===== config.mk =====
export PLATFORM = sky130hd
export DESIGN_NAME = reg_banks
export DESIGN_NICKNAME = d
export VERILOG_FILES = /design/src/design/core_pkg.sv /design/src/design/reg_banks.sv
export VERILOG_INCLUDE_DIRS = /design/src /design/src/include
export SDC_FILE = /design/constraint.sdc
export NUM_CORES = 2
export LEC_CHECK = 0
export ABC_CLOCK_PERIOD_IN_PS = 3750
export BUFFER_PORTS_ARGS = -buffer_cell sky130_fd_sc_hd__clkbuf_2
export CORE_AREA = 2 2 394 396
export CTS_BUF_LIST = sky130_fd_sc_hd__clkbuf_2 sky130_fd_sc_hd__clkbuf_4 sky130_fd_sc_hd__clkbuf_8
export CTS_CLUSTER_SIZE = 25
export DETAILED_ROUTE_END_ITERATION = 8
export DIE_AREA = 0 0 396 398
export GPL_TIMING_DRIVEN = 0
export PLACE_DENSITY = 0.82
export RECOVER_POWER = 25
export SYNTH_ARGS = -nofsm -noshare
export SYNTH_HDL_FRONTEND = slang
export SYNTH_SLANG_ARGS = --single-unit

===== constraint.sdc =====
create_clock -name clk -period 3.75 [get_ports clk]
set_input_delay 0.75 -clock clk [delete_from_list [all_inputs] [get_ports clk]]
set_output_delay 0.75 -clock clk [all_outputs]
set_load 0.02 [all_outputs]

===== src/include/core_macros.svh =====
`ifndef CORE_MACROS_SVH
`define CORE_MACROS_SVH

// width of one data word and of every register in both banks
`define CORE_XLEN 32

// registers per bank, used for both the integer and the FPU bank
`define CORE_NREGS 32

// depth of the word-addressed data RAM
// a power of two, so the RAM index is a plain bit slice of the address
`define CORE_DMEM_WORDS 256

`endif


===== src/design/core_pkg.sv =====
`include "core_macros.svh"

package core_pkg;

    // one data word, as held in a register or in the data RAM
    typedef logic [`CORE_XLEN-1:0] word_t;

    // index into either register bank
    typedef logic [$clog2(`CORE_NREGS)-1:0] reg_addr_t;

    // word index into the data RAM
    // mem_stage takes it from bits 9:2 of the ALU result
    typedef logic [$clog2(`CORE_DMEM_WORDS)-1:0] dmem_addr_t;

    // source of the value written back to a register
    // the encoding matches the result_src field produced by decode
    typedef enum logic [2:0] {
        // arithmetic result from the ALU
        RES_ALU     = 3'b000,
        // word read from the data RAM
        RES_LOAD    = 3'b001,
        // return address for jal and jalr
        RES_PC4     = 3'b010,
        // integer source register moved unchanged
        RES_RD1     = 3'b011,
        // immediate for lui
        RES_IMM     = 3'b100,
        // FPU source register moved unchanged, as for fmv
        RES_FPU_RD1 = 3'b101,
        // result from the FPU arithmetic
        RES_FPU     = 3'b110,
        // word taken from the input device
        RES_IN      = 3'b111
    } result_src_t;

endpackage


===== src/design/reg_banks.sv =====
`timescale 1ns/1ns
`include "core_macros.svh"

module reg_banks
    import core_pkg::*;
(
    input  logic      clk,
    input  logic      rst,

    // shared write port from write-back, one enable per bank
    input  logic      reg_write_w,
    input  logic      fpu_reg_write_w,
    input  reg_addr_t rd_w,
    input  word_t     result_w,

    // read ports used by decode
    input  reg_addr_t rs1_addr,
    input  reg_addr_t rs2_addr,
    input  reg_addr_t fs1_addr,
    output word_t     rs1_data,
    output word_t     rs2_data,
    output word_t     fs1_data
);
    word_t int_regs [`CORE_NREGS];
    word_t fpu_regs [`CORE_NREGS];

    // integer bank, x0 is hardwired and drops its writes
    always_ff @(posedge clk) begin
        if (rst) begin
            for (int i = 0; i < `CORE_NREGS; i++) begin
                int_regs[i] <= '0;
            end
        end else if (reg_write_w && (rd_w != '0)) begin
            int_regs[rd_w] <= result_w;
        end
    end

    // FPU bank, every register including f0 is writable
    always_ff @(posedge clk) begin
        if (rst) begin
            for (int i = 0; i < `CORE_NREGS; i++) begin
                fpu_regs[i] <= '0;
            end
        end else if (fpu_reg_write_w) begin
            fpu_regs[rd_w] <= result_w;
        end
    end

    // reads are combinational, a write shows up right after its edge
    // decode samples them in the cycle that follows write-back
    assign rs1_data = (rs1_addr == '0) ? '0 : int_regs[rs1_addr];
    assign rs2_data = (rs2_addr == '0) ? '0 : int_regs[rs2_addr];
    assign fs1_data = fpu_regs[fs1_addr];
endmodule


# Word-level counts from Yosys, hierarchy flattened
# Memory sizes are Yosys's and may differ from the RTL's.
# Index checks and enable logic that the tools add are counted.
[totals] register_bits=0 mem_bits_rw=2048 in_bits=56 out_inout_bits=96 elab_cells=24 mem_count=2
[mem_list] memory="fpu_regs" depth=32 word_bits=32 rd=1 rd_ports_with_merged_regs=0 wr=32 line_no="reg_banks.sv:25" rtl="word_t fpu_regs [`CORE_NREGS];"
[mem_list] memory="int_regs" depth=32 word_bits=32 rd=2 rd_ports_with_merged_regs=0 wr=32 line_no="reg_banks.sv:24" rtl="word_t int_regs [`CORE_NREGS];"
[classes] mux=16 n_reduce_logical=6
[op_table] cell="$mux 32" n=4
[op_table] cell="$reduce_or 32->1" n=2
[op_table] cell="$logic_not 5->1" n=2
[op_table] cell="$mux 1" n=10
[op_table] cell="$mux 5" n=2
[op_table] cell="$reduce_bool 5->1" n=1
[op_table] cell="$logic_and 1x1->1" n=1

# Logic depth before layout (Yosys ltp)
[logic_depth] depth_word=7 mapped_depth=7 ltp_nobuf=4

# Worst setup path after synthesis
# No wires, ideal clock.
[synth_path] path_type="in2out" start="input fs1_addr[0]" end="output fs1_data[10]" t_arrival_ps=2740 t_required_ps=3000 slack_ps=260 cell_stages=5 n_path_buf=2 cell_sequence="buf_2 > clkbuf_1 > mux4_2 > mux4_2 > mux2_2"
[synth_via] elab_chain_len=1
[synth_rtl] item="from (decl)" line_no="reg_banks.sv:19" rtl="input reg_addr_t fs1_addr,"
[synth_rtl] item="$mem_v2 32x32"
[synth_rtl] item="to (decl)" line_no="reg_banks.sv:22" rtl="output word_t fs1_data"
# No other way between the ends.

# Worst setup path after layout
[layout_path] start="input rs2_addr[1]" end="output rs2_data[0]"
[layout_via] elab_chain_len=2 elab_cells_between_ends=3
[layout_rtl] item="from (decl)" line_no="reg_banks.sv:18" rtl="input reg_addr_t rs2_addr,"
[layout_rtl] item="$mem_v2 32x32 / $logic_not 5->1 (equally long branches)"
[layout_rtl] item="$mux 32 (*)" line_no="reg_banks.sv:52" rtl="assign rs2_data = (rs2_addr == '0) ? '0 : int_regs[rs2_addr];"
[layout_rtl] item="to (decl)" line_no="reg_banks.sv:21" rtl="output word_t rs2_data,"
# Mark *: on every way between the ends. The rest lies on a longest branch, timed or not.

==> flow_summary.toml <==
[routing]
wirelength_um = 318100
drtIter0Drc = 9605
wl_per_cell_um = 34.83
via_per_inst = 6.895
firstDrtPassIters = 9
post-route-drc-count = 0
vias = 62980
ant_nets = 0

[pwr]
leakage_nw = 37.93
power.share.clock_pct = 36.1
pwr-share-comb_pct = 11.8
power_frac_seq_pct = 52.2
swShare_pct = 25.57
ir_drop_mv = 0.3923
p_int_w = 0.03848
power_density_nw_per_um2 = 461.3
totalPowerFinal_w = 0.05169
switchingPower_w = 0.01322

[sta]
setup_tns_ns = -10.58
fin_crit_ns = 3.891
layout_setup_ws_ns = -0.1413
slew_violations = 19
setup_viol = 190
slew_headroom_pct = -10.52
worst_pin_slew_ns = 1.658
rsz0062_at_grt = "true"
fmax_mhz = 257.0
post-route-period-util_pct = 103.8
final_hold_viol_count = 0

[worst_setup_path]
crit_type = "in -> out"
worstPathRequired_ns = 3.00
critical_path_arrival_ns = 3.14
worstSetupEndpointType = "output port"
crit_path_max_fanout = 10
critPathLaunchType = "input pin"

[status]
outcome = "finished with violations"
violations = "capacitance limit, slew limit, setup timing"

[place]
port_buffers = 135
gp_congestion = 1.020
hpwlAfterDp_um = 232200
placed_cell_area_um2 = 103900

[floorplanning]
rows = 144
io_pins = 152
die_h_um = 398
core_area_um2 = 153300
die_area_um2 = 157600
die_w_um = 396
initial_core_util_pct = 65.54

[clocking]
htree_levels = 5
cts.path.max_buffers = 4
clock-sinks = 2048
clockRootBuffer = "clkbuf_8"
clkTransAtPathRegs_ns = 0.06
cts_hold_buf = 0
numCtsBuffers = 343
cts_tree = "built"

[finish]
fin_util_pct = 73.08
final_area_um2 = 112100
drive_gt1_share_pct = 27.15
nets = 6930
areaGrowthSynthToFinish_pct = 11.51

[global_route]
grt_pass1_wl_um = 444800
grt_max_degree = 33
grt_pass1_vias = 64280
track_usage_pct = 40.63
grt-ovfl-total = 0
antenna_found_initial = 16

[synthesis]
synthCells = 6363
ys_seq_area_share_pct = 61.20
yosysUniqueCellTypes = 29
ys_ff_latch = 2048
syn_area_per_cell_um2 = 15.79
synth_warnings = 0
netlist_area_um2 = 100500

[job]
cap_violations = 1

[worst_hold_path]
hold_class = "in -> reg"
## final timing paths
kind	endpoint	from	cells after the start	slack [ns]
max	rs2_data[0]	rs2_addr[1]	6	-0.14
min	fpu_regs[7][0]$_SDFFCE_PN0P_	result_w[0]	2	0.29
## registers in the layout (all words and copies together) (netlist names)
name      cells
int_regs   1024
fpu_regs   1024
## critical path: stages
cell,delay [ns]
buf_4,0.25
buf_4,0.39
mux4_2,0.55
a22oi_1,0.57
a311oi_4,0.35
buf_6,0.24
## synthesized netlist by cell type
master        n  area [µm²]
nand3b_1      3       22.52
or4_1         2       15.01
a211oi_1     64       480.5
nor2b_1      72       450.4
mux2i_1     128        1281
o21ai_0     111       555.5
and2_0        1       6.260
buf_1        32       120.1
nor2_1       71       266.5
buf_6         3       33.78
inv_1         2       7.510
mux4_2      768       17300
buf_4         4       30.03
clkbuf_1    534        2004
edfxtp_1   2048       61500
buf_2        99       495.5
and2_1     2017       12620
mux2_2       96        1081
a311oi_1     64       560.5
o2111ai_1    17       148.9
or3_1         1       6.260
conb_1        1       3.750
nand2b_1      2       12.51
nand2_1      41       153.9
a221oi_1     47       411.6
or2_2        65       406.6
nand3_1       4       20.02
or3b_2        2       17.52
a22oi_1      64       480.5
## metrics by stage
| step | instances | worst slack (ns) | hold slack (ns) |
|---|---|---|---|
| finish | 9134 | -0.1413 | 0.2893 |
| global route | 9127 | -0.07959 | 0.2538 |
| CTS | 9124 | -0.04989 | 0.2002 |
| detailed placement | 8576 | -2.403 | 1.288 |
| global placement | 8573 | -2.848 | 1.284 |
| floorplan | 6394 | 0.2598 | 0.9482 |
## cells by family (layout without fill, tap and decap cells)
logic type	count (synthesis)	after routing	synth area share [%]
compound gates	367	367	2.625
mux	992	992	19.56
simple gates	2281	2281	13.93
flops	2048	2048	61.20
buf+inv	674	1360	2.678
other cells	1	42	0.003732
## cell usage in the layout, fill, tap and decap left out, types with 90 or more instances in the layout
master,instances
and2_0,619
and2_1,1397
clkbuf_1,424
clkbuf_2,191
clkbuf_4,134
clkbuf_8,357
edfxtp_1,2048
mux2i_1,128
mux4_2,768
o21ai_0,90
## power groups by stage
stage	combinational (W)	sequential, W	clock [W]
after global placement	0.00538	0.0273	0
after CTS	0.00580	0.0269	0.0185
after detailed placement	0.00549	0.0274	0
after floorplan	0.00338	0.0271	0
final	0.00608	0.0270	0.0186
after global routing	0.00614	0.0271	0.0194
## per-layer routing
metal | vias up | wire length, µm | GRT usage (%)
li1 | 25100 | - | -
met3 | 1198 | 43810 | 12.97
met4 | 10 | 24000 | 25.24
met2 | 5075 | 150700 | 64.68
met1 | 31590 | 99540 | 48.60
met5 | - | 97 | 0
## area by class of cell
type,instances,area (µm²)
Timing Repair Buffer,138,769.5
Fill cell,9363,41270
Clock inverter,104,533.0
Buffer,669,3672
Sequential cell,2048,61500
Antenna cell,10,25.02
Inverter,2,7.507
Tap cell,2044,2557
Multi-Input combinational cell,3672,37460
Clock buffer,447,5527
## repair_timing
| action | 4_1_cts | 5_1_grt |
|---|---|---|
| gates resized for setup | 566 | 128 |
| endpoints found under the setup margin | 96 | 102 |
| buffers inserted | 0 | 0 |
| pin swaps | 20 | 18 |
(Power assumes the default switching activity.)
