File: config.mk
export PLATFORM = sky130hd
export DESIGN_NAME = write_back_flat
export DESIGN_NICKNAME = d
export VERILOG_FILES = /design/src/design/core_pkg.sv /design/src/design/pipe_if.sv /design/src/design/write_back.sv /design/src/flat_wrapper.sv
export VERILOG_INCLUDE_DIRS = /design/src /design/src/include
export SDC_FILE = /design/constraint.sdc
export NUM_CORES = 1
export LEC_CHECK = 0
export ABC_AREA = 1
export BUFFER_PORTS_ARGS = -buffer_cell sky130_fd_sc_hd__buf_4
export CORE_AREA = 5 5 152 154
export DETAILED_ROUTE_END_ITERATION = 8
export DIE_AREA = 0 0 157 159
export GPL_ROUTABILITY_DRIVEN = 0
export GPL_TIMING_DRIVEN = 1
export SETUP_SLACK_MARGIN = 0.5
export SLEW_MARGIN = 15
export SYNTH_ARGS = -nofsm -noshare
export SYNTH_HDL_FRONTEND = slang
export SYNTH_SLANG_ARGS = --single-unit
File: constraint.sdc
create_clock -name vclk -period 1.7
set_clock_uncertainty 0.1 [all_clocks]
set_input_delay 0.34 -clock vclk [all_inputs]
set_output_delay 0.34 -clock vclk [all_outputs]
set_load 0.005 [all_outputs]
File: src/include/core_macros.svh
`ifndef CORE_MACROS_SVH
`define CORE_MACROS_SVH

// width of one data word and of every register in both banks
`define CORE_XLEN 32

// registers per bank, used for both the integer and the FPU bank
`define CORE_NREGS 32

// depth of the word-addressed data RAM
// a power of two, so the RAM index is a plain bit slice of the address
`define CORE_DMEM_WORDS 256

`endif

File: src/design/core_pkg.sv
`include "core_macros.svh"

package core_pkg;

    // one data word, as held in a register or in the data RAM
    typedef logic [`CORE_XLEN-1:0] word_t;

    // index into either register bank
    typedef logic [$clog2(`CORE_NREGS)-1:0] reg_addr_t;

    // word index into the data RAM
    // mem_stage takes it from bits 9:2 of the ALU result
    typedef logic [$clog2(`CORE_DMEM_WORDS)-1:0] dmem_addr_t;

    // source of the value written back to a register
    // the encoding matches the result_src field produced by decode
    typedef enum logic [2:0] {
        // arithmetic result from the ALU
        RES_ALU     = 3'b000,
        // word read from the data RAM
        RES_LOAD    = 3'b001,
        // return address for jal and jalr
        RES_PC4     = 3'b010,
        // integer source register moved unchanged
        RES_RD1     = 3'b011,
        // immediate for lui
        RES_IMM     = 3'b100,
        // FPU source register moved unchanged, as for fmv
        RES_FPU_RD1 = 3'b101,
        // result from the FPU arithmetic
        RES_FPU     = 3'b110,
        // word taken from the input device
        RES_IN      = 3'b111
    } result_src_t;

endpackage

File: src/design/pipe_if.sv
`timescale 1ns/1ns

// control bits of the instruction that sits in the MEM/WB register
interface control_mem_io
    import core_pkg::*;
();
    // low for a bubble, which gates every write enable in write-back
    logic        valid;
    logic        reg_write;
    logic        fpu_reg_write;
    result_src_t result_src;

    // mem_stage owns the MEM/WB register and drives these bits
    modport out (
        output valid, reg_write, fpu_reg_write, result_src
    );

    // write-back consumes them
    modport in (
        input valid, reg_write, fpu_reg_write, result_src
    );
endinterface

// data fields of the same instruction, one per possible result source
interface data_mem_io
    import core_pkg::*;
();
    reg_addr_t rd;
    word_t     alu_result;
    word_t     read_data;
    word_t     pc_plus4;
    word_t     rd1;
    word_t     imm_ext;
    word_t     fpu_rd1;
    word_t     fpu_result;

    modport out (
        output rd, alu_result, read_data, pc_plus4, rd1, imm_ext, fpu_rd1, fpu_result
    );

    modport in (
        input rd, alu_result, read_data, pc_plus4, rd1, imm_ext, fpu_rd1, fpu_result
    );
endinterface

File: src/design/write_back.sv
`timescale 1ns/1ns

module write_back
    import core_pkg::*;
(
    // MEM/WB register
    control_mem_io.in control_mem_if,
    data_mem_io.in    data_mem_if,

    // word popped by the input port for an in instruction
    input  word_t     in_data,

    // branch outcome from exec and the sequential pc from fetch
    input  logic      pc_src_e,
    input  word_t     pc_target_e,
    input  word_t     pc_plus4_f,

    // write port of the register banks
    output logic      reg_write_w,
    output logic      fpu_reg_write_w,
    output reg_addr_t rd_w,
    output word_t     result_w,

    // next fetch address to the instruction memory
    output word_t     instr_addr
);
    // a bubble must never write either bank
    assign reg_write_w     = control_mem_if.valid && control_mem_if.reg_write;
    assign fpu_reg_write_w = control_mem_if.valid && control_mem_if.fpu_reg_write;
    assign rd_w            = data_mem_if.rd;

    always_comb begin
        case (control_mem_if.result_src)
            RES_ALU:     result_w = data_mem_if.alu_result;
            RES_LOAD:    result_w = data_mem_if.read_data;
            RES_PC4:     result_w = data_mem_if.pc_plus4;
            RES_RD1:     result_w = data_mem_if.rd1;
            RES_IMM:     result_w = data_mem_if.imm_ext;
            RES_FPU_RD1: result_w = data_mem_if.fpu_rd1;
            RES_FPU:     result_w = data_mem_if.fpu_result;
            RES_IN:      result_w = in_data;
            default:     result_w = '0;
        endcase
    end

    // taken branches and jumps redirect fetch in the same cycle
    // fetch and exec hold their values during a stall, so this stays steady
    assign instr_addr = pc_src_e ? pc_target_e : pc_plus4_f;
endmodule

File: src/flat_wrapper.sv
// flat-port wrapper written by rule: the top's interface ports become plain ports
module write_back_flat import core_pkg::*;
  (in_data, pc_src_e, pc_target_e, pc_plus4_f, reg_write_w, fpu_reg_write_w, rd_w, result_w, instr_addr, control_mem_if_valid, control_mem_if_reg_write, control_mem_if_fpu_reg_write, control_mem_if_result_src, data_mem_if_rd, data_mem_if_alu_result, data_mem_if_read_data, data_mem_if_pc_plus4, data_mem_if_rd1, data_mem_if_imm_ext, data_mem_if_fpu_rd1, data_mem_if_fpu_result);
  control_mem_io control_mem_if_i ();
  data_mem_io data_mem_if_i ();
  input  word_t in_data;
  input  logic pc_src_e;
  input  word_t pc_target_e;
  input  word_t pc_plus4_f;
  output logic reg_write_w;
  output logic fpu_reg_write_w;
  output reg_addr_t rd_w;
  output word_t result_w;
  output word_t instr_addr;
  input wire logic [$bits(control_mem_if_i.valid)-1:0] control_mem_if_valid;
  input wire logic [$bits(control_mem_if_i.reg_write)-1:0] control_mem_if_reg_write;
  input wire logic [$bits(control_mem_if_i.fpu_reg_write)-1:0] control_mem_if_fpu_reg_write;
  input wire logic [$bits(control_mem_if_i.result_src)-1:0] control_mem_if_result_src;
  input wire logic [$bits(data_mem_if_i.rd)-1:0] data_mem_if_rd;
  input wire logic [$bits(data_mem_if_i.alu_result)-1:0] data_mem_if_alu_result;
  input wire logic [$bits(data_mem_if_i.read_data)-1:0] data_mem_if_read_data;
  input wire logic [$bits(data_mem_if_i.pc_plus4)-1:0] data_mem_if_pc_plus4;
  input wire logic [$bits(data_mem_if_i.rd1)-1:0] data_mem_if_rd1;
  input wire logic [$bits(data_mem_if_i.imm_ext)-1:0] data_mem_if_imm_ext;
  input wire logic [$bits(data_mem_if_i.fpu_rd1)-1:0] data_mem_if_fpu_rd1;
  input wire logic [$bits(data_mem_if_i.fpu_result)-1:0] data_mem_if_fpu_result;
  assign control_mem_if_i.valid = control_mem_if_valid;
  assign control_mem_if_i.reg_write = control_mem_if_reg_write;
  assign control_mem_if_i.fpu_reg_write = control_mem_if_fpu_reg_write;
  assign control_mem_if_i.result_src = control_mem_if_result_src;
  assign data_mem_if_i.rd = data_mem_if_rd;
  assign data_mem_if_i.alu_result = data_mem_if_alu_result;
  assign data_mem_if_i.read_data = data_mem_if_read_data;
  assign data_mem_if_i.pc_plus4 = data_mem_if_pc_plus4;
  assign data_mem_if_i.rd1 = data_mem_if_rd1;
  assign data_mem_if_i.imm_ext = data_mem_if_imm_ext;
  assign data_mem_if_i.fpu_rd1 = data_mem_if_fpu_rd1;
  assign data_mem_if_i.fpu_result = data_mem_if_fpu_result;
  write_back u_core (.control_mem_if(control_mem_if_i), .data_mem_if(data_mem_if_i), .in_data(in_data), .pc_src_e(pc_src_e), .pc_target_e(pc_target_e), .pc_plus4_f(pc_plus4_f), .reg_write_w(reg_write_w), .fpu_reg_write_w(fpu_reg_write_w), .rd_w(rd_w), .result_w(result_w), .instr_addr(instr_addr));
endmodule
# After elaboration in Yosys (flattened, before gate mapping)
# Cells that the tools add are included.
# totals
ff_bits,0
inputBits,332
output_inout_bits,71
wordCells,12
# classes
eq_ne,7
mux,2
n_reduce_logical,3
# op_table
cell,n
$pmux W32 S8,1
$mux W32,1
$eq A3 B3 Y1 const B,4
$eq A3 B2 Y1 const B,2
$eq A3 B1 Y1 const B,1
$logic_not A3 Y1,1
$logic_and A1 B1 Y1,2

# Logic depth before layout (Yosys ltp)
# logic_depth
ltp_word,2
mapped_depth,8
ltp_nobuf,5

# Least setup slack after synthesis
# Ideal clock, no wire load.
# synth_timing
path_kind,input to output
from,in control_mem_if_result_src[2]
to,out result_w[28]
arrival_time_ns,1.156
required_ns,1.260
slack_ns,0.104
path_stages,8
path_buffers,3
cell_sequence,buf_2 -> inv_2 -> buf_4 -> buf_2 -> nand4_1 -> nand2_1 -> nor2_1 -> nand3_1
# synth_between
elab_chain_cells,2
# synth_rtl
element,line_no,source
start: declaration,flat_wrapper.sv:18,input wire logic [$bits(control_mem_if_i.result_src)-1:0] control_mem_if_result_src;
"$eq A3 B3 Y1, or another cell as far along",write_back.sv:33,case (control_mem_if.result_src)
$pmux W32 S8 *,write_back.sv:33,
end: declaration,flat_wrapper.sv:13,output word_t result_w;
# Every way passes the cells marked *; elsewhere a longest branch is shown, timed or not.

# Worst setup path in the final report
# layout_timing
from,in control_mem_if_result_src[1]
to,out result_w[22]
# Same word-level chain as after synthesis.

==> results.cfg <==
[power_and_ir_drop]
switchingPower_uw = 824.0
combPwrFrac_pct = 100.0
vdd_drop_max_uv = 142.7
seqPwrFrac_pct = 0
p_per_area_nw_per_um2 = 261.1
intPower_uw = 1231
pwr-share-clk_pct = 0
p_leak_uw = 0.004416
switching_share_pct = 40.09

[cells_and_area]
final-seq-area_um2 = 0
fin_nets = 1332
synthToLayoutAreaGrowth_pct = 158.8
final_area_um2 = 7871
design.seq.count = 0
filler_cell_count = 2288
clock_buffers = 0
drive_gt1_share_pct = 58.12

[run]
maxCapViolations = 0

[grt]
grt_use_total_pct = 18.12
grt_pass1_wl_mm = 35.60
grt_max_degree = 67
overflow = 0
antenna_found_initial = 1
first_global_vias = 6030

[yosys]
synth_top_family_by_area = simple AND/OR/NAND/NOR gates
synthMuxAreaShare_pct = 11.85
yosys.area_share.simple_pct = 71.95
synth_area_leaders = nand4_1, nand2_1, nor2_1, mux2_2, nand3_1
netlist_area_um2 = 3042
avgSynthCellArea_um2 = 5.112
netlist.area_leader.share_pct = 32.91
syn-num-nets = 927
synth_compound_area_share_pct = 0
yosysSeqAreaShare_pct = 0
synth_cells = 595
synth_cell_types = 13
yosysWarnings = 0
synth_top_area_cell = nand4_1
synthAdderAreaFrac_pct = 0
synth_xor_xnor_area_share_pct = 0

[place]
portBuffers = 393
placed_cell_area_um2 = 6833
dp_hpwl_mm = 19.39
post-place-ws_ns = -0.2949

[detailed_routing]
totalWireLength_mm = 25.59
dr.pass1.iters = 5
vias = 6064
wl_per_cell_um = 20.01
drc = 0
postRouteAntennaNets = 0
via_per_inst = 4.741
drt_iter0_drc = 277

[run_status]
status = finished, violations left
violations = negative setup slack

[worst_setup_path]
path_class = in2out
cp-end-kind = output port
path_depth = 9
arrival_ns = 1.44
critPathTopFamily = buffers and inverters
required_ns = 1.26
crit_start = control_mem_if_result_src[1]
crit_fanout = 7
critical-path-max-stage-delay_ns = 0.19
crit_chain = buf_12 > buf_6 > nor3_4 > buf_4 > buf_6 > buf_16 > nand2_1 > nand3_1 > buf_4
crit_path_top_delay_cell = nor3_4
cp-start-kind = input pin
cp.buffers_inverters = 6

[timing]
drv_slew = 0
setup_violations = 32
tns_ns = -4.441
fin_crit_sh_pct = 110.7
worstMarginPinSlew_ns = 0.3294
hold_viol = 0
period_minus_slack_ns = 1.881
rsz0062_at_grt = yes
setup_slack_ns = -0.1811
fmax_ghz = 0.5316
slew-limit-headroom_pct = 77.96

[min_path]
min_to = rd_w[2]
min-delay-start = data_mem_if_rd[2]
hold_path_class = in2out
timing.hold.worst_path_depth = 0

[floorplanning]
fp.dieH_um = 159
io_pins = 403
fp.dieArea_um2 = 24960
die_w_um = 157
design.core.area_um2 = 21550
initial_core_util_pct = 14.11
fp-row-count = 54
==> layer usage <==
layer	GRT usage, %	vias to the layer above	share of wire (%)
met5	0	-	0
met4	4.734	0	3.2
met3	4.702	47	8.9
met2	33.63	318	52
met1	20.25	2775	36
li1	-	2924	-
==> power groups by stage <==
stage	Sequential [uW]	Clock, uW	Combinational, uW
final	0	0.0000791	2060
after global routing	0	0.0000789	2200
after CTS	0	0	1960
after detailed placement	0	0	1740
after global placement	0	0	1730
after floorplan	0	0	655
==> cell type report <==
class / count / area, um2 / area share, %
Timing Repair Buffer: 476 / 4352 / 55.29
Multi-Input combinational cell: 485 / 3020 / 38.37
Antenna cell: 1 / 2.502 / 0.03179
Inverter: 37 / 146.4 / 1.860
Tap cell: 280 / 350.3 / 4.451
==> cell usage after synthesis <==
cell        n
buf_1       5
mux2_2     30
nand3_1    65
nand2_1   130
inv_2       2
nor2_1     97
nand4_1   160
buf_4       7
nor3_2      1
inv_1      35
buf_2      43
clkbuf_1   18
mux2_1      2
==> what timing repair did <==
action | in CTS | in global routing
setup endpoints to repair | 64 | 64
gates cloned | 7 | 1
hold buffers | 0 | 0
setup buffers | 13 | 2
pin swaps | 8 | 4
resized for setup | 109 | 68
==> through the flow <==
stage	total power [uW]	cells	hold slack (ns)	util, %
final	2055	1279	0.5800	36.52
after floorplan	655.2	595	0.6521	-
after global routing	2195	1279	0.5800	36.52
after detailed placement	1735	1255	0.5801	31.70
after global placement	1729	1255	0.5801	31.70
after CTS	1961	1275	0.5801	35.05
==> worst max path at each step <==
stage | to | slack [ns]
floorplan | result_w[11] | 0.24
global placement | result_w[20] | -0.29
detailed placement | result_w[20] | -0.29
CTS | result_w[26] | -0.17
global route | result_w[7] | -0.23
finish | result_w[22] | -0.18
==> logic make-up after synthesis <==
kind of cell	after synthesis
buffers and inverters	110
multiplexers	32
AND/OR/NAND/NOR	453
==> cells in the final DEF (no fill, tap or decap), types with 10 or more instances in the layout <==
master | netlist | layout
nand2_2 | 0 | 11
nand3_2 | 0 | 31
nand3_1 | 65 | 34
nand4_1 | 160 | 160
nand2_4 | 0 | 18
buf_6 | 0 | 62
mux2_4 | 0 | 32
buf_4 | 7 | 376
buf_12 | 0 | 25
nand2_1 | 130 | 101
inv_1 | 35 | 35
nor2_1 | 97 | 88
buf_16 | 0 | 10
Note: power is estimated with default switching activity, not from simulation.
