[src/include/core_macros.svh]
`ifndef CORE_MACROS_SVH
`define CORE_MACROS_SVH

// width of one data word and of every register in both banks
`define CORE_XLEN 32

// registers per bank, used for both the integer and the FPU bank
`define CORE_NREGS 32

// depth of the word-addressed data RAM
// a power of two, so the RAM index is a plain bit slice of the address
`define CORE_DMEM_WORDS 256

`endif

[src/design/core_pkg.sv]
`include "core_macros.svh"

package core_pkg;

    // one data word, as held in a register or in the data RAM
    typedef logic [`CORE_XLEN-1:0] word_t;

    // index into either register bank
    typedef logic [$clog2(`CORE_NREGS)-1:0] reg_addr_t;

    // word index into the data RAM
    // mem_stage takes it from bits 9:2 of the ALU result
    typedef logic [$clog2(`CORE_DMEM_WORDS)-1:0] dmem_addr_t;

    // source of the value written back to a register
    // the encoding matches the result_src field produced by decode
    typedef enum logic [2:0] {
        // arithmetic result from the ALU
        RES_ALU     = 3'b000,
        // word read from the data RAM
        RES_LOAD    = 3'b001,
        // return address for jal and jalr
        RES_PC4     = 3'b010,
        // integer source register moved unchanged
        RES_RD1     = 3'b011,
        // immediate for lui
        RES_IMM     = 3'b100,
        // FPU source register moved unchanged, as for fmv
        RES_FPU_RD1 = 3'b101,
        // result from the FPU arithmetic
        RES_FPU     = 3'b110,
        // word taken from the input device
        RES_IN      = 3'b111
    } result_src_t;

endpackage

[src/design/in_port.sv]
`timescale 1ns/1ns

module in_port
    import core_pkg::*;
(
    input  logic        clk,
    input  logic        rst,

    // valid/ready handshake with the input device
    input  word_t       dev_data,
    input  logic        dev_valid,
    output logic        dev_ready,

    // instruction currently held in EX/MEM
    input  logic        mem_valid,
    input  result_src_t mem_result_src,

    output logic        in_stall,
    output word_t       in_data
);
    word_t       fifo_mem [2];
    logic        wr_ptr;
    logic        rd_ptr;
    // number of buffered words, 0 to 2
    logic [1:0]  count;
    logic        push;
    logic        pop;
    logic        take;

    assign dev_ready = (count != 2'd2);
    assign push      = dev_valid && dev_ready;

    // an in instruction wants to leave EX/MEM on the next edge
    assign take     = mem_valid && (mem_result_src == RES_IN);
    // no bypass from dev_data, the word has to be buffered first
    assign in_stall = take && (count == 2'd0);
    assign pop      = take && (count != 2'd0);

    always_ff @(posedge clk) begin
        if (rst) begin
            wr_ptr <= 1'b0;
            rd_ptr <= 1'b0;
            count  <= 2'd0;
        end else begin
            if (push) begin
                wr_ptr <= ~wr_ptr;
            end
            if (pop) begin
                rd_ptr <= ~rd_ptr;
            end
            count <= count + 2'(push) - 2'(pop);
        end
    end

    always_ff @(posedge clk) begin
        if (push) begin
            fifo_mem[wr_ptr] <= dev_data;
        end
        // loaded on the same edge the in instruction enters MEM/WB
        // and left alone until the next in instruction follows it
        if (pop) begin
            in_data <= fifo_mem[rd_ptr];
        end
    end
endmodule

[config.mk]
export PLATFORM = sky130hd
export DESIGN_NAME = in_port
export DESIGN_NICKNAME = d
export VERILOG_FILES = /design/src/design/core_pkg.sv /design/src/design/in_port.sv
export VERILOG_INCLUDE_DIRS = /design/src /design/src/include
export SDC_FILE = /design/constraint.sdc
export NUM_CORES = 1
export LEC_CHECK = 0
export ABC_AREA = 1
export BUFFER_PORTS_ARGS = -buffer_cell sky130_fd_sc_hd__buf_2
export CORE_MARGIN = 1
export CORE_UTILIZATION = 54
export DETAILED_ROUTE_END_ITERATION = 8
export GPL_TIMING_DRIVEN = 0
export PLACE_DENSITY_LB_ADDON = 0.2
export SLEW_MARGIN = 20
export SYNTH_ARGS = -nofsm -noshare
export SYNTH_HDL_FRONTEND = slang
export SYNTH_SLANG_ARGS = --single-unit
export TNS_END_PERCENT = 100
[constraint.sdc]
create_clock -name clk -period 4.9 [get_ports clk]
set_clock_uncertainty 0.05 [all_clocks]
set_input_delay 1.225 -clock clk [delete_from_list [all_inputs] [get_ports clk]]
set_output_delay 1.225 -clock clk [all_outputs]
set_load 0.01 [all_outputs]
* Word level (Yosys, flattened, before mapping)
Memories as Yosys holds them, arrays and structs flattened. A register that Yosys moved wholly into a read port is not among the register bits.
Index checks and enable logic that the tools add are counted.
** Operators by class
- Add/subtract/negate cells :: 2
- Equal/unequal tests :: 2
- Mux-type cells :: 2
- Bitwise logic cells :: 2
- Reduce and logical (&&, ||, !) cells :: 6
** Operators with widths (number)
- logical AND 1 bit :: 4
- == test 3 bit, second input constant :: 1
- adder 2 x 1 -> 2 bit :: 1
- zero test 2 bit :: 1
- 2-to-1 mux 1 bit :: 2
- inequality test 2 bit, second input constant :: 1
- inverter 1 bit :: 2
- nonzero test 2 bit :: 1
- subtractor 2 x 1 -> 2 bit :: 1
** Word-level totals
- Register bits after elaboration :: 4
- RAM bits :: 64
- Input port bits :: 39
- Output and inout port bits :: 34
- Word-level logic and storage cells :: 18
- Memories :: 1
** Memories
- fifo_mem :: words 2, bits a word 32, read ports 1, clocked after Yosys merged registers in 1, write ports 1, RTL line in_port.sv:21 : word_t fifo_mem [2];

* Depth between registers and ports, before layout
Gate-level depths: netlist (run 1).
- Word-level depth :: 4
- Depth in mapped cells :: 12
- Depth with buffers taken out :: 12

* Least setup slack after synthesis (run 1)
No wires, ideal clock.
- Kind :: in2reg
- From :: in mem_result_src[1]
- To :: reg count[1]
- Library setup time :: 0.115 ns
- Data arrival time :: 4.035 ns
- Data required time :: 4.735 ns
- Slack :: 0.700 ns
- Stages :: 12
- Path buffers :: 0
- Cells stage by stage :: nand2_1 nor2_1 inv_1 a21oi_1 ha_1 inv_1 ha_1 inv_1 nand2_1 nand3_1 nand2_1 nor2_1
** Between the ends
- Word-level cells in the longest chain between the ends :: 4
** Ends and longest elaborated chain
- from (decl) :: RTL line in_port.sv:16 : input result_src_t mem_result_src,
- == test 3 bit :: RTL line in_port.sv:34 : assign take = mem_valid && (mem_result_src == RES_IN);
- logical AND 1 bit :: RTL line in_port.sv:34
- logical AND 1 bit :: RTL line in_port.sv:37 : assign pop = take && (count != 2'd0);
- named net pop :: RTL line in_port.sv:27 : logic pop;
- subtractor 2 x 1 -> 2 bit :: RTL line in_port.sv:51 : count <= count + 2'(push) - 2'(pop);
- to (signal assigned) :: RTL line in_port.sv:51
- to (decl) :: RTL line in_port.sv:25 : logic [1:0] count;
The timed path passes the listed nets, and every way through them passes these cells.
A chain may end at the register's enable or synchronous reset.

* Worst setup path in the final report (run 1)
- From :: in mem_result_src[1]
- To :: out in_stall
** Between the ends
- Word-level cells in the longest chain between the ends :: 3
** Ends and longest elaborated chain
- == test 3 bit :: RTL line in_port.sv:34
- logical AND 1 bit :: RTL line in_port.sv:34
- logical AND 1 bit :: RTL line in_port.sv:36 : assign in_stall = take && (count == 2'd0);
- to (decl) :: RTL line in_port.sv:18 : output logic in_stall,
Every way passes these cells.

==> results, run 1 <==
- The run finished, with violations left.
- The checks that failed: DRC.
- In the final routed layout, each cell accounts on average for 15.4 um.
- The post-layout instance count excluding filler cells is 339.
- The count of buffers added on input and output ports is 72.
- From synthesis to final layout, the design area changed by 19.6%.
- The pre-antenna-repair detailed-routing pass consisted of 6 iterations.
- In this run the mean area of a mapped cell was 21.4 um^2.
- The via count of the first global-routing pass is 1756.
- The starting utilization of the core area is 56.6%.
- During I/O placement, the number of pins put on the boundary was 73.
- The share of the Yosys chip area taken by registers is 81.0%.
- Summing the areas of all compound-gate instances in the mapped netlist gives 0.684% of the synthesized area.
- The worst min-delay path category is flop to flop.
- The data arrival at the endpoint of the critical path is 1.90 ns.
- The required time of the critical path is 3.62 ns.
- TritonCTS built the clock tree.
- For this run, design rule violations remaining after detail routing come to 8.
- Wires add up to 5.22 mm.
- The estimated wirelength of the detail-placed design is 3.48 mm.
- The overall track demand over capacity in global routing is 16.3%.
- The clock root buffer master is clkbuf_8.
- The endpoint type of the worst setup path is an output pin.
- The number of placed instances, taps included, is 323.
- The area taken by multi-input logic gates is 616 um^2.
- The count of fill cells added during filler insertion is 451.
- The sequential cell area in the final layout is 2960 um^2.
- Measured along the x axis, the die boundary spans 84.3 um.
- The detail route stage leaves a number of antenna-violating nets equal to 0.
- The transition time at the pin with the least slew margin is 0.661 ns.
- The mux share of post-synthesis cell area is 12.7%.
- The die covers 7110 um^2.
- Summing the areas of all fa, ha and maj instances in the mapped netlist gives 0.684% of the synthesized area.
- The pin count of the biggest net entering global routing is 25.
- Max-cap violations in this run came to 0.
- The worst-case IR drop observed on VDD is 0.211 mV.
- The initialized floorplan defines 29 standard-cell rows.
- The ratio of cells with drive above 1 in the final layout is 48.9%.
- The Yosys warning count is 0.
- After layout, the worst path uses 64.8% of the clock period.
- The maximum frequency from static timing analysis is 315 MHz.
- In this run, post-CTS hold repair placed 0 buffers.
- The combinational family with the most area after synthesis is multiplexers.
- Once layout is complete, the utilization of the core stands at 67.7%.
- The first-pass GRT wire length is 8.32 mm.
- CTS saw 100 sinks.
- The most common cell after layout, fill and taps aside is edfxtp_1.
- Setup repair after global routing left no endpoint under its margin.
- At the end of routability-driven placement, the weighted congestion stood at 0.718.
- The total global routing overflow is 0.
- The number of antenna violations at the first check in global routing was 0.
- Yosys mapped the design onto 13 distinct sky130hd cell types.
- Synthesis produced 171 cells.
- The standby leakage power is 1.65 nW.
- The largest driver fanout on the critical path is 3.
- The clock latency on the worst-skew pair is 0.34 ns.
- Of the total synthesized cell area, the portion taken by AND, OR, NAND and NOR gates is 2.02%.
- The cell with the biggest individual delay on the critical path is nor2_1.
- The clock passes through at most 2 buffers.
- Headroom to the max-slew limit came out at 55.8%.
- The final setup violation count is 0.
- Walking the worst path, the cells encountered are buf_2, nand2_1, nor2_1, inv_1, nor2_1, buf_2.
- The level count of the clock H-tree is 3.
- Counting every net in the synthesized netlist gives 212.
- The final critical delay including setup and external delays is 3.18 ns.
- Once the clock tree was built, the setup fixing pass inserted 0 buffers.
- The total clock buffers created by CTS is 9.
- The detailed router placed 1677 vias in this run.
- The total area inside the core boundary comes to 6460 um^2.
- The clock-pin slew of the registers on the worst-case setup and hold paths is 0.08 ns.
- The total count of hold-check failures in the final report is 0.
- The post-detailed-route via-to-cell ratio is 4.95.
- In the layout the commonest cells are edfxtp_1, buf_2, mux2_4.
- The cell area after synthesis is 3660 um^2.
- The total number of nets in the final design is 298.
- The number of antenna cells inserted is 0.
- The synthesized-area fraction occupied by xor and xnor cells is 0%.
- The die span in y is 84.3 um.
- The number of DRC markers in iteration 0 is 92.
- The type of origin of the critical path is a primary input.
- For this run, the slowest stage of the critical path takes 0.19 ns.
- The number of pins with negative max-slew slack in the final report is 0.
- Synthesis inferred 100 register bits.
- The critical setup path kind is primary input to output pin.
- Post-CTS repair changed the size of 0 cells.
- In this run the power density over the cells is 356 nW/um^2.
-- critical path, delay by kind of cell --
| kind | cells | cell delay, ns |
|---|---|---|
| buf+inv | 3 | 0.34 |
| simple gates | 3 | 0.33 |
-- routing by layer --
| layer | global-route usage, % | routed length (um) | vias to the layer above |
|---|---|---|---|
| li1 | - | - | 815 |
| met1 | 19.1 | 2100 | 797 |
| met2 | 28.2 | 2770 | 54 |
| met3 | 3.74 | 240 | 11 |
| met4 | 8.78 | 112 | 0 |
| met5 | 0 | 0 | - |
-- cells by family after synthesis --
kind of cell / after synthesis
flops: 100
mux: 32
simple gates: 19
buf+inv: 13
compound gates: 5
fa+ha+maj: 2
-- cell type report --
type	instances	area share, %
Buffer	4	1.63
Clock buffer	10	2.92
Clock inverter	6	0.715
Inverter	9	0.772
Multi-Input combinational cell	58	14.1
Sequential cell	100	67.7
Tap cell	77	2.20
Timing Repair Buffer	75	9.95
-- Yosys cell counts --
cell | instances | area share [%]
edfxtp_1 | 96 | 79
mux2_4 | 28 | 11
inv_1 | 9 | 0.92
nand2_1 | 9 | 0.92
nor2_1 | 8 | 0.82
a21oi_1 | 4 | 0.55
dfxtp_1 | 4 | 2.2
mux2_2 | 4 | 1.2
buf_12 | 3 | 1.6
ha_1 | 2 | 0.68
nand3_1 | 2 | 0.27
buf_6 | 1 | 0.31
o21ai_0 | 1 | 0.14
-- where the power goes --
part / internal [mW] / switching, mW
combinational: 0.0618 / 0.0612
sequential: 0.991 / 0.0118
clock: 0.180 / 0.251
-- flip-flops by register name (all words and copies together), names as in the netlist --
name and cells:
fifo_mem 64, in_data 32, count 2, rd_ptr 1
wr_ptr 1
-- stage by stage --
stage	area [um^2]	power (mW)	TNS (ns)	hold slack, ns	setup slack [ns]
3_3_place_gp	4110	1.13	-0.625	0.442	-0.371
2_1_floorplan	3660	1.09	0	0.424	0.700
6_report	4370	1.56	0	0.498	1.72
3_5_place_dp	4220	1.15	0	0.484	1.69
4_1_cts	4370	1.58	0	0.499	1.73
5_1_grt	4370	1.62	0	0.514	1.63
-- final timing paths --
kind | slack (ns) | startpoint | cells past startpoint | to
max | 1.72 | mem_result_src[1] | 6 | in_stall
min | 0.50 | fifo_mem[1][24]$_DFFE_PP_ | 1 | in_data[24]$_DFFE_PP_
max reg2reg | 2.86 | count[1]$_SDFF_PP0_ | 10 | count[1]$_SDFF_PP0_
min reg2reg | 0.50 | fifo_mem[1][24]$_DFFE_PP_ | 1 | in_data[24]$_DFFE_PP_
Power figures use the tool's default switching activity.
==> run 2: changes to the inputs <==
--- a/config.mk
+++ b/config.mk
@@ -6,10 +6,10 @@
 export SDC_FILE = /design/constraint.sdc
 export NUM_CORES = 1
 export LEC_CHECK = 0
-export ABC_AREA = 1
+export ABC_AREA = 0
 export BUFFER_PORTS_ARGS = -buffer_cell sky130_fd_sc_hd__buf_2
 export CORE_MARGIN = 1
-export CORE_UTILIZATION = 54
+export CORE_UTILIZATION = 53
 export DETAILED_ROUTE_END_ITERATION = 8
 export GPL_TIMING_DRIVEN = 0
 export PLACE_DENSITY_LB_ADDON = 0.2
==> constraint.sdc (replaced) <==
create_clock -name clk -period 3.1 [get_ports clk]
set_clock_uncertainty 0.05 [all_clocks]
set_input_delay 0.775 -clock clk [delete_from_list [all_inputs] [get_ports clk]]
set_output_delay 0.775 -clock clk [all_outputs]
set_load 0.01 [all_outputs]
==> results, run 2 <==
- The startpoint of the lowest-slack hold path is fifo_mem[1][21]$_DFFE_PP_.
- The via count of the first global-routing pass is 1671 (-4.8%).
- The capture endpoint of the worst hold path is in_data[21]$_DFFE_PP_.
- The Yosys warning count came to 0 (unchanged).
- The first-pass GRT wire length is 7.92 mm (-4.8%).
- The met1 routing resource usage after global routing was 19.4% (+0.31 points).
- The number of register bits inferred by synthesis is 100 (unchanged).
- The routed wire length is 5.17 mm (-0.96%).
- After synthesis, the most frequently instantiated cells are edfxtp_1, mux2_2, dfxtp_1, nor2_1, buf_6.
- The flip-flop count of the largest register after layout was 64 (unchanged).
- The final setup violation count came to 0 (unchanged).
- The largest driver fanout on the critical path was 18 (+15).
- The post-detailed-route via-to-cell ratio is 5.12 (+3.6%).
- The die span in y is 83.5 um (-0.99%).
- The ratio of cells with drive above 1 in the final layout is 50.8% (+2.0 points).
- The routability-driven placement congestion ratio came to 0.660 (-8.0%).
- The clock-pin slew of the registers on the worst-case setup and hold paths is 0.09 ns (about the same).
- The number of remaining DRC errors is 0 (-8).
- Setup repair after global routing left no endpoint under its margin.
- The total placed cells including tap cells is 309 (-4.3%).
- The level count of the clock H-tree is 3 (unchanged).
- The fraction of post-synthesis cell area in the top cell type by area came to 82.0% (+3.1 points).
- The die span in x was 83.5 um (-0.99%).
- The standby leakage power came to 1.55 nW (-6.2%).
- The start of the worst register-to-register path is count[1]$_SDFF_PP0_.
- The required time of the critical path came to 3.29 ns (-0.33 ns).
- The overall track demand over capacity in global routing came to 15.7% (-0.64 points).
- The synthesized area per cell was 22.3 um^2 (+4.1%).
- The tightest slew margin relative to the limit is 51.6% (-4.2 points).
- The total global routing overflow came to 0 (unchanged).
- The transition time at the pin with the least slew margin came to 0.725 ns (+0.0635 ns).
- The number of buffers inserted for hold repair after clock tree synthesis is 0 (unchanged).
- The total die area is 6970 um^2 (-2.0%).
- The number of antenna cells inserted is 0 (unchanged).
- The final setup slack of the worst path came to 0.771 ns (-0.952 ns).
- The number of enable-type register cells in the synthesized netlist is 96 (unchanged).
- The number of antenna violations at the first check in global routing is 0 (unchanged).
- The number of buffers on the longest clock path is 2 (unchanged).
- The library cell used most frequently in the layout, excluding fill and tap cells, is edfxtp_1.
- The sequential element share of the synthesized area is 84.2% (+3.2 points).
- The total number of nets in the final design was 284 (-4.7%).
- The overall power consumption came to 2.59 mW (+66%).
- The first-pass iteration count of the detailed router came to 4 (-2).
- The number of placed I/O pins is 73 (unchanged).
- The starting utilization of the core area is 55.1% (-1.6 points).
- The clock tree from TritonCTS is done.
- The area added between synthesis and finish is 20.7%.
- The estimated wirelength of the detail-placed design was 3.30 mm (-5.1%).
- In the final layout, the registers with the most flip-flops are fifo_mem: 64 flops, in_data: 32 flops, count: 2 flops.
- The critical setup path kind is primary input to flop.
- The total clock buffers created by CTS is 9 (unchanged).
- The peak supply drop was 0.342 mV (+62%).
- The final critical delay including setup and external delays is 2.33 ns.
- The clock sink count came to 100 (unchanged).
- The number of DRC markers in iteration 0 was 98 (+6.5%).
- The endpoint type of the worst setup path is a flop.
- The most instantiated flip-flop cell in the synthesis netlist is edfxtp_1.
- The pre-CTS worst setup slack is 0.342 ns (-1.34 ns).
- The post-synth net total is 199 (-6.1%).
- The core area is 6390 um^2 (-1.1%).
- The data arrival at the endpoint of the critical path is 2.52 ns (+0.62 ns).
- The count of distinct cell types in the synthesized netlist is 20 (+7).
- The most used routing layer in global routing is met2.
- The worst-case reg-to-reg path depth was 9 (-1).
- Leaving out fill and tap cells, the most frequent cells in the layout are edfxtp_1, buf_2, mux2_2.
- The total setup buffers inserted after CTS came to 0 (unchanged).
- The number of buffers inserted by port buffering is 72 (unchanged).
- The total cell area at the placement stage is 4040 um^2 (-4.2%).
- STA classifies the critical path startpoint as a primary input.
- The number of pins with negative max-slew slack in the final report is 0 (unchanged).
- The destination of the worst register-to-register timing path is count[1]$_SDFF_PP0_.
- The fraction of registers with async set or reset after synthesis is 0% (unchanged).
- The root buffer cell chosen for the clock tree is clkbuf_8.
- The cell depth of the worst hold path came to 1 (unchanged).
- The met2 track demand over resource is 25.6% (-2.6 points).
- The total count of hold-check failures in the final report is 0 (unchanged).
- The register with the most flip-flops is fifo_mem.
- The via count came to 1665 (-0.72%).
- The setup total negative slack is 0 ns (unchanged).
- The number of instances resized during post-cts repair is 0 (unchanged).
- The part of the cycle the worst path needs is 75.1%.
- The pin count of the biggest net entering global routing is 33 (+32%).
- Based on the critical path, the design can be clocked at up to 429 MHz.
- The detailed-route wire length per cell is 15.9 um (+3.3%).
- The run finished with clean final reports.
- The global routing met3 resource utilization is 3.66% (-0.077 points).
- The worst reg-to-reg setup slack is 0.97 ns (-1.89 ns).
- The post-layout instance count excluding filler cells is 325 (-4.1%).
- The worst hold path belongs to the class flop to flop.
- The most frequently used cell type in the post-synthesis netlist is edfxtp_1.
- The cell area after layout is 4240 um^2 (-3.0%).
- The post-synthesis cell count is 158 (-7.6%).
- The count of max-cap constraint violations was 0 (unchanged).
- The number of nets with antenna violations after routing is 0 (unchanged).
- The cell area after synthesis is 3520 um^2 (-3.8%).
- Of all cell types, the one taking the most synthesized area is edfxtp_1.
- The clock latency on the worst-skew pair is 0.34 ns (about the same).
- The number of standard-cell rows in the floorplan is 29 (unchanged).
- The power density normalized to cell area was 610 nW/um^2 (+71%).
- After synthesis, the cell types taking the most area are edfxtp_1, mux2_2, dfxtp_1.
==> run 2: cells by family (layout without fill, tap and decap cells) <==
family	Yosys count	count (layout)	synth area share, %
AO/OA/AOI/OAI	2	2	0.427
XOR/XNOR	1	1	0.249
adder cells (fa/ha/maj)	2	2	0.711
buffers and inverters	6	96	1.60
flip-flops	100	100	84.2
multiplexers	33	33	10.7
AND/OR/NAND/NOR	14	14	2.10
==> run 2: metal layers <==
| layer | vias to the layer above | wire, um | part of all wire, % |
|---|---|---|---|
| met5 | - | 0 | 0 |
| met2 | 54 | 2690 | 52 |
| met4 | 0 | 110 | 2.1 |
| li1 | 788 | - | - |
| met3 | 11 | 228 | 4.4 |
| met1 | 812 | 2140 | 41 |
==> run 2: how the worst max path moves through the flow <==
| stage | startpoint | end | slack, ns | depth (start not counted) |
|---|---|---|---|---|
| 2_1_floorplan | mem_result_src[2] | count[1]$_SDFF_PP0_ | 0.21 | 8 |
| 3_3_place_gp | mem_result_src[2] | count[1]$_SDFF_PP0_ | -0.42 | 9 |
| 3_5_place_dp | mem_result_src[2] | count[1]$_SDFF_PP0_ | 0.34 | 10 |
| 4_1_cts | mem_result_src[2] | count[1]$_SDFF_PP0_ | 0.73 | 10 |
| 5_1_grt | mem_result_src[2] | count[1]$_SDFF_PP0_ | 0.63 | 10 |
| 6_report | mem_result_src[2] | count[1]$_SDFF_PP0_ | 0.77 | 10 |
==> run 2: worst max-delay path, cell delays in order <==
cell and delay [ns]:
buf_2 0.08, nand4_1 0.16, nor2_4 0.49, buf_16 0.23
ha_1 0.24, inv_1 0.05, ha_1 0.14, xor2_1 0.17
and2_1 0.14, nor3_1 0.04
==> run 2: metrics by stage <==
| stage | util (%) | hold slack (ns) |
|---|---|---|
| 2_1_floorplan | - | 0.456 |
| 3_3_place_gp | 62.3 | 0.474 |
| 3_5_place_dp | 63.2 | 0.481 |
| 4_1_cts | 66.5 | 0.504 |
| 5_1_grt | 66.5 | 0.512 |
| 6_report | 66.5 | 0.500 |
==> run 2: area by class of cell <==
class / count / area (um^2)
sequential: 100 / 2960
fill: 429 / 2140
clock inverter: 6 / 78.8
timing repair buffer: 74 / 415
clock buffer: 10 / 128
inverter: 2 / 7.51
buffer: 4 / 48.8
tap: 77 / 96.3
multi-input combinational: 52 / 507
==> run 2: report_power, final <==
| part | leakage, nW | total, mW | switching, mW | internal, mW |
|---|---|---|---|---|
| registers | 0.920 | 1.59 | 0.0184 | 1.57 |
| logic | 0.527 | 0.155 | 0.0822 | 0.0730 |
| clock network | 0.0990 | 0.847 | 0.400 | 0.447 |
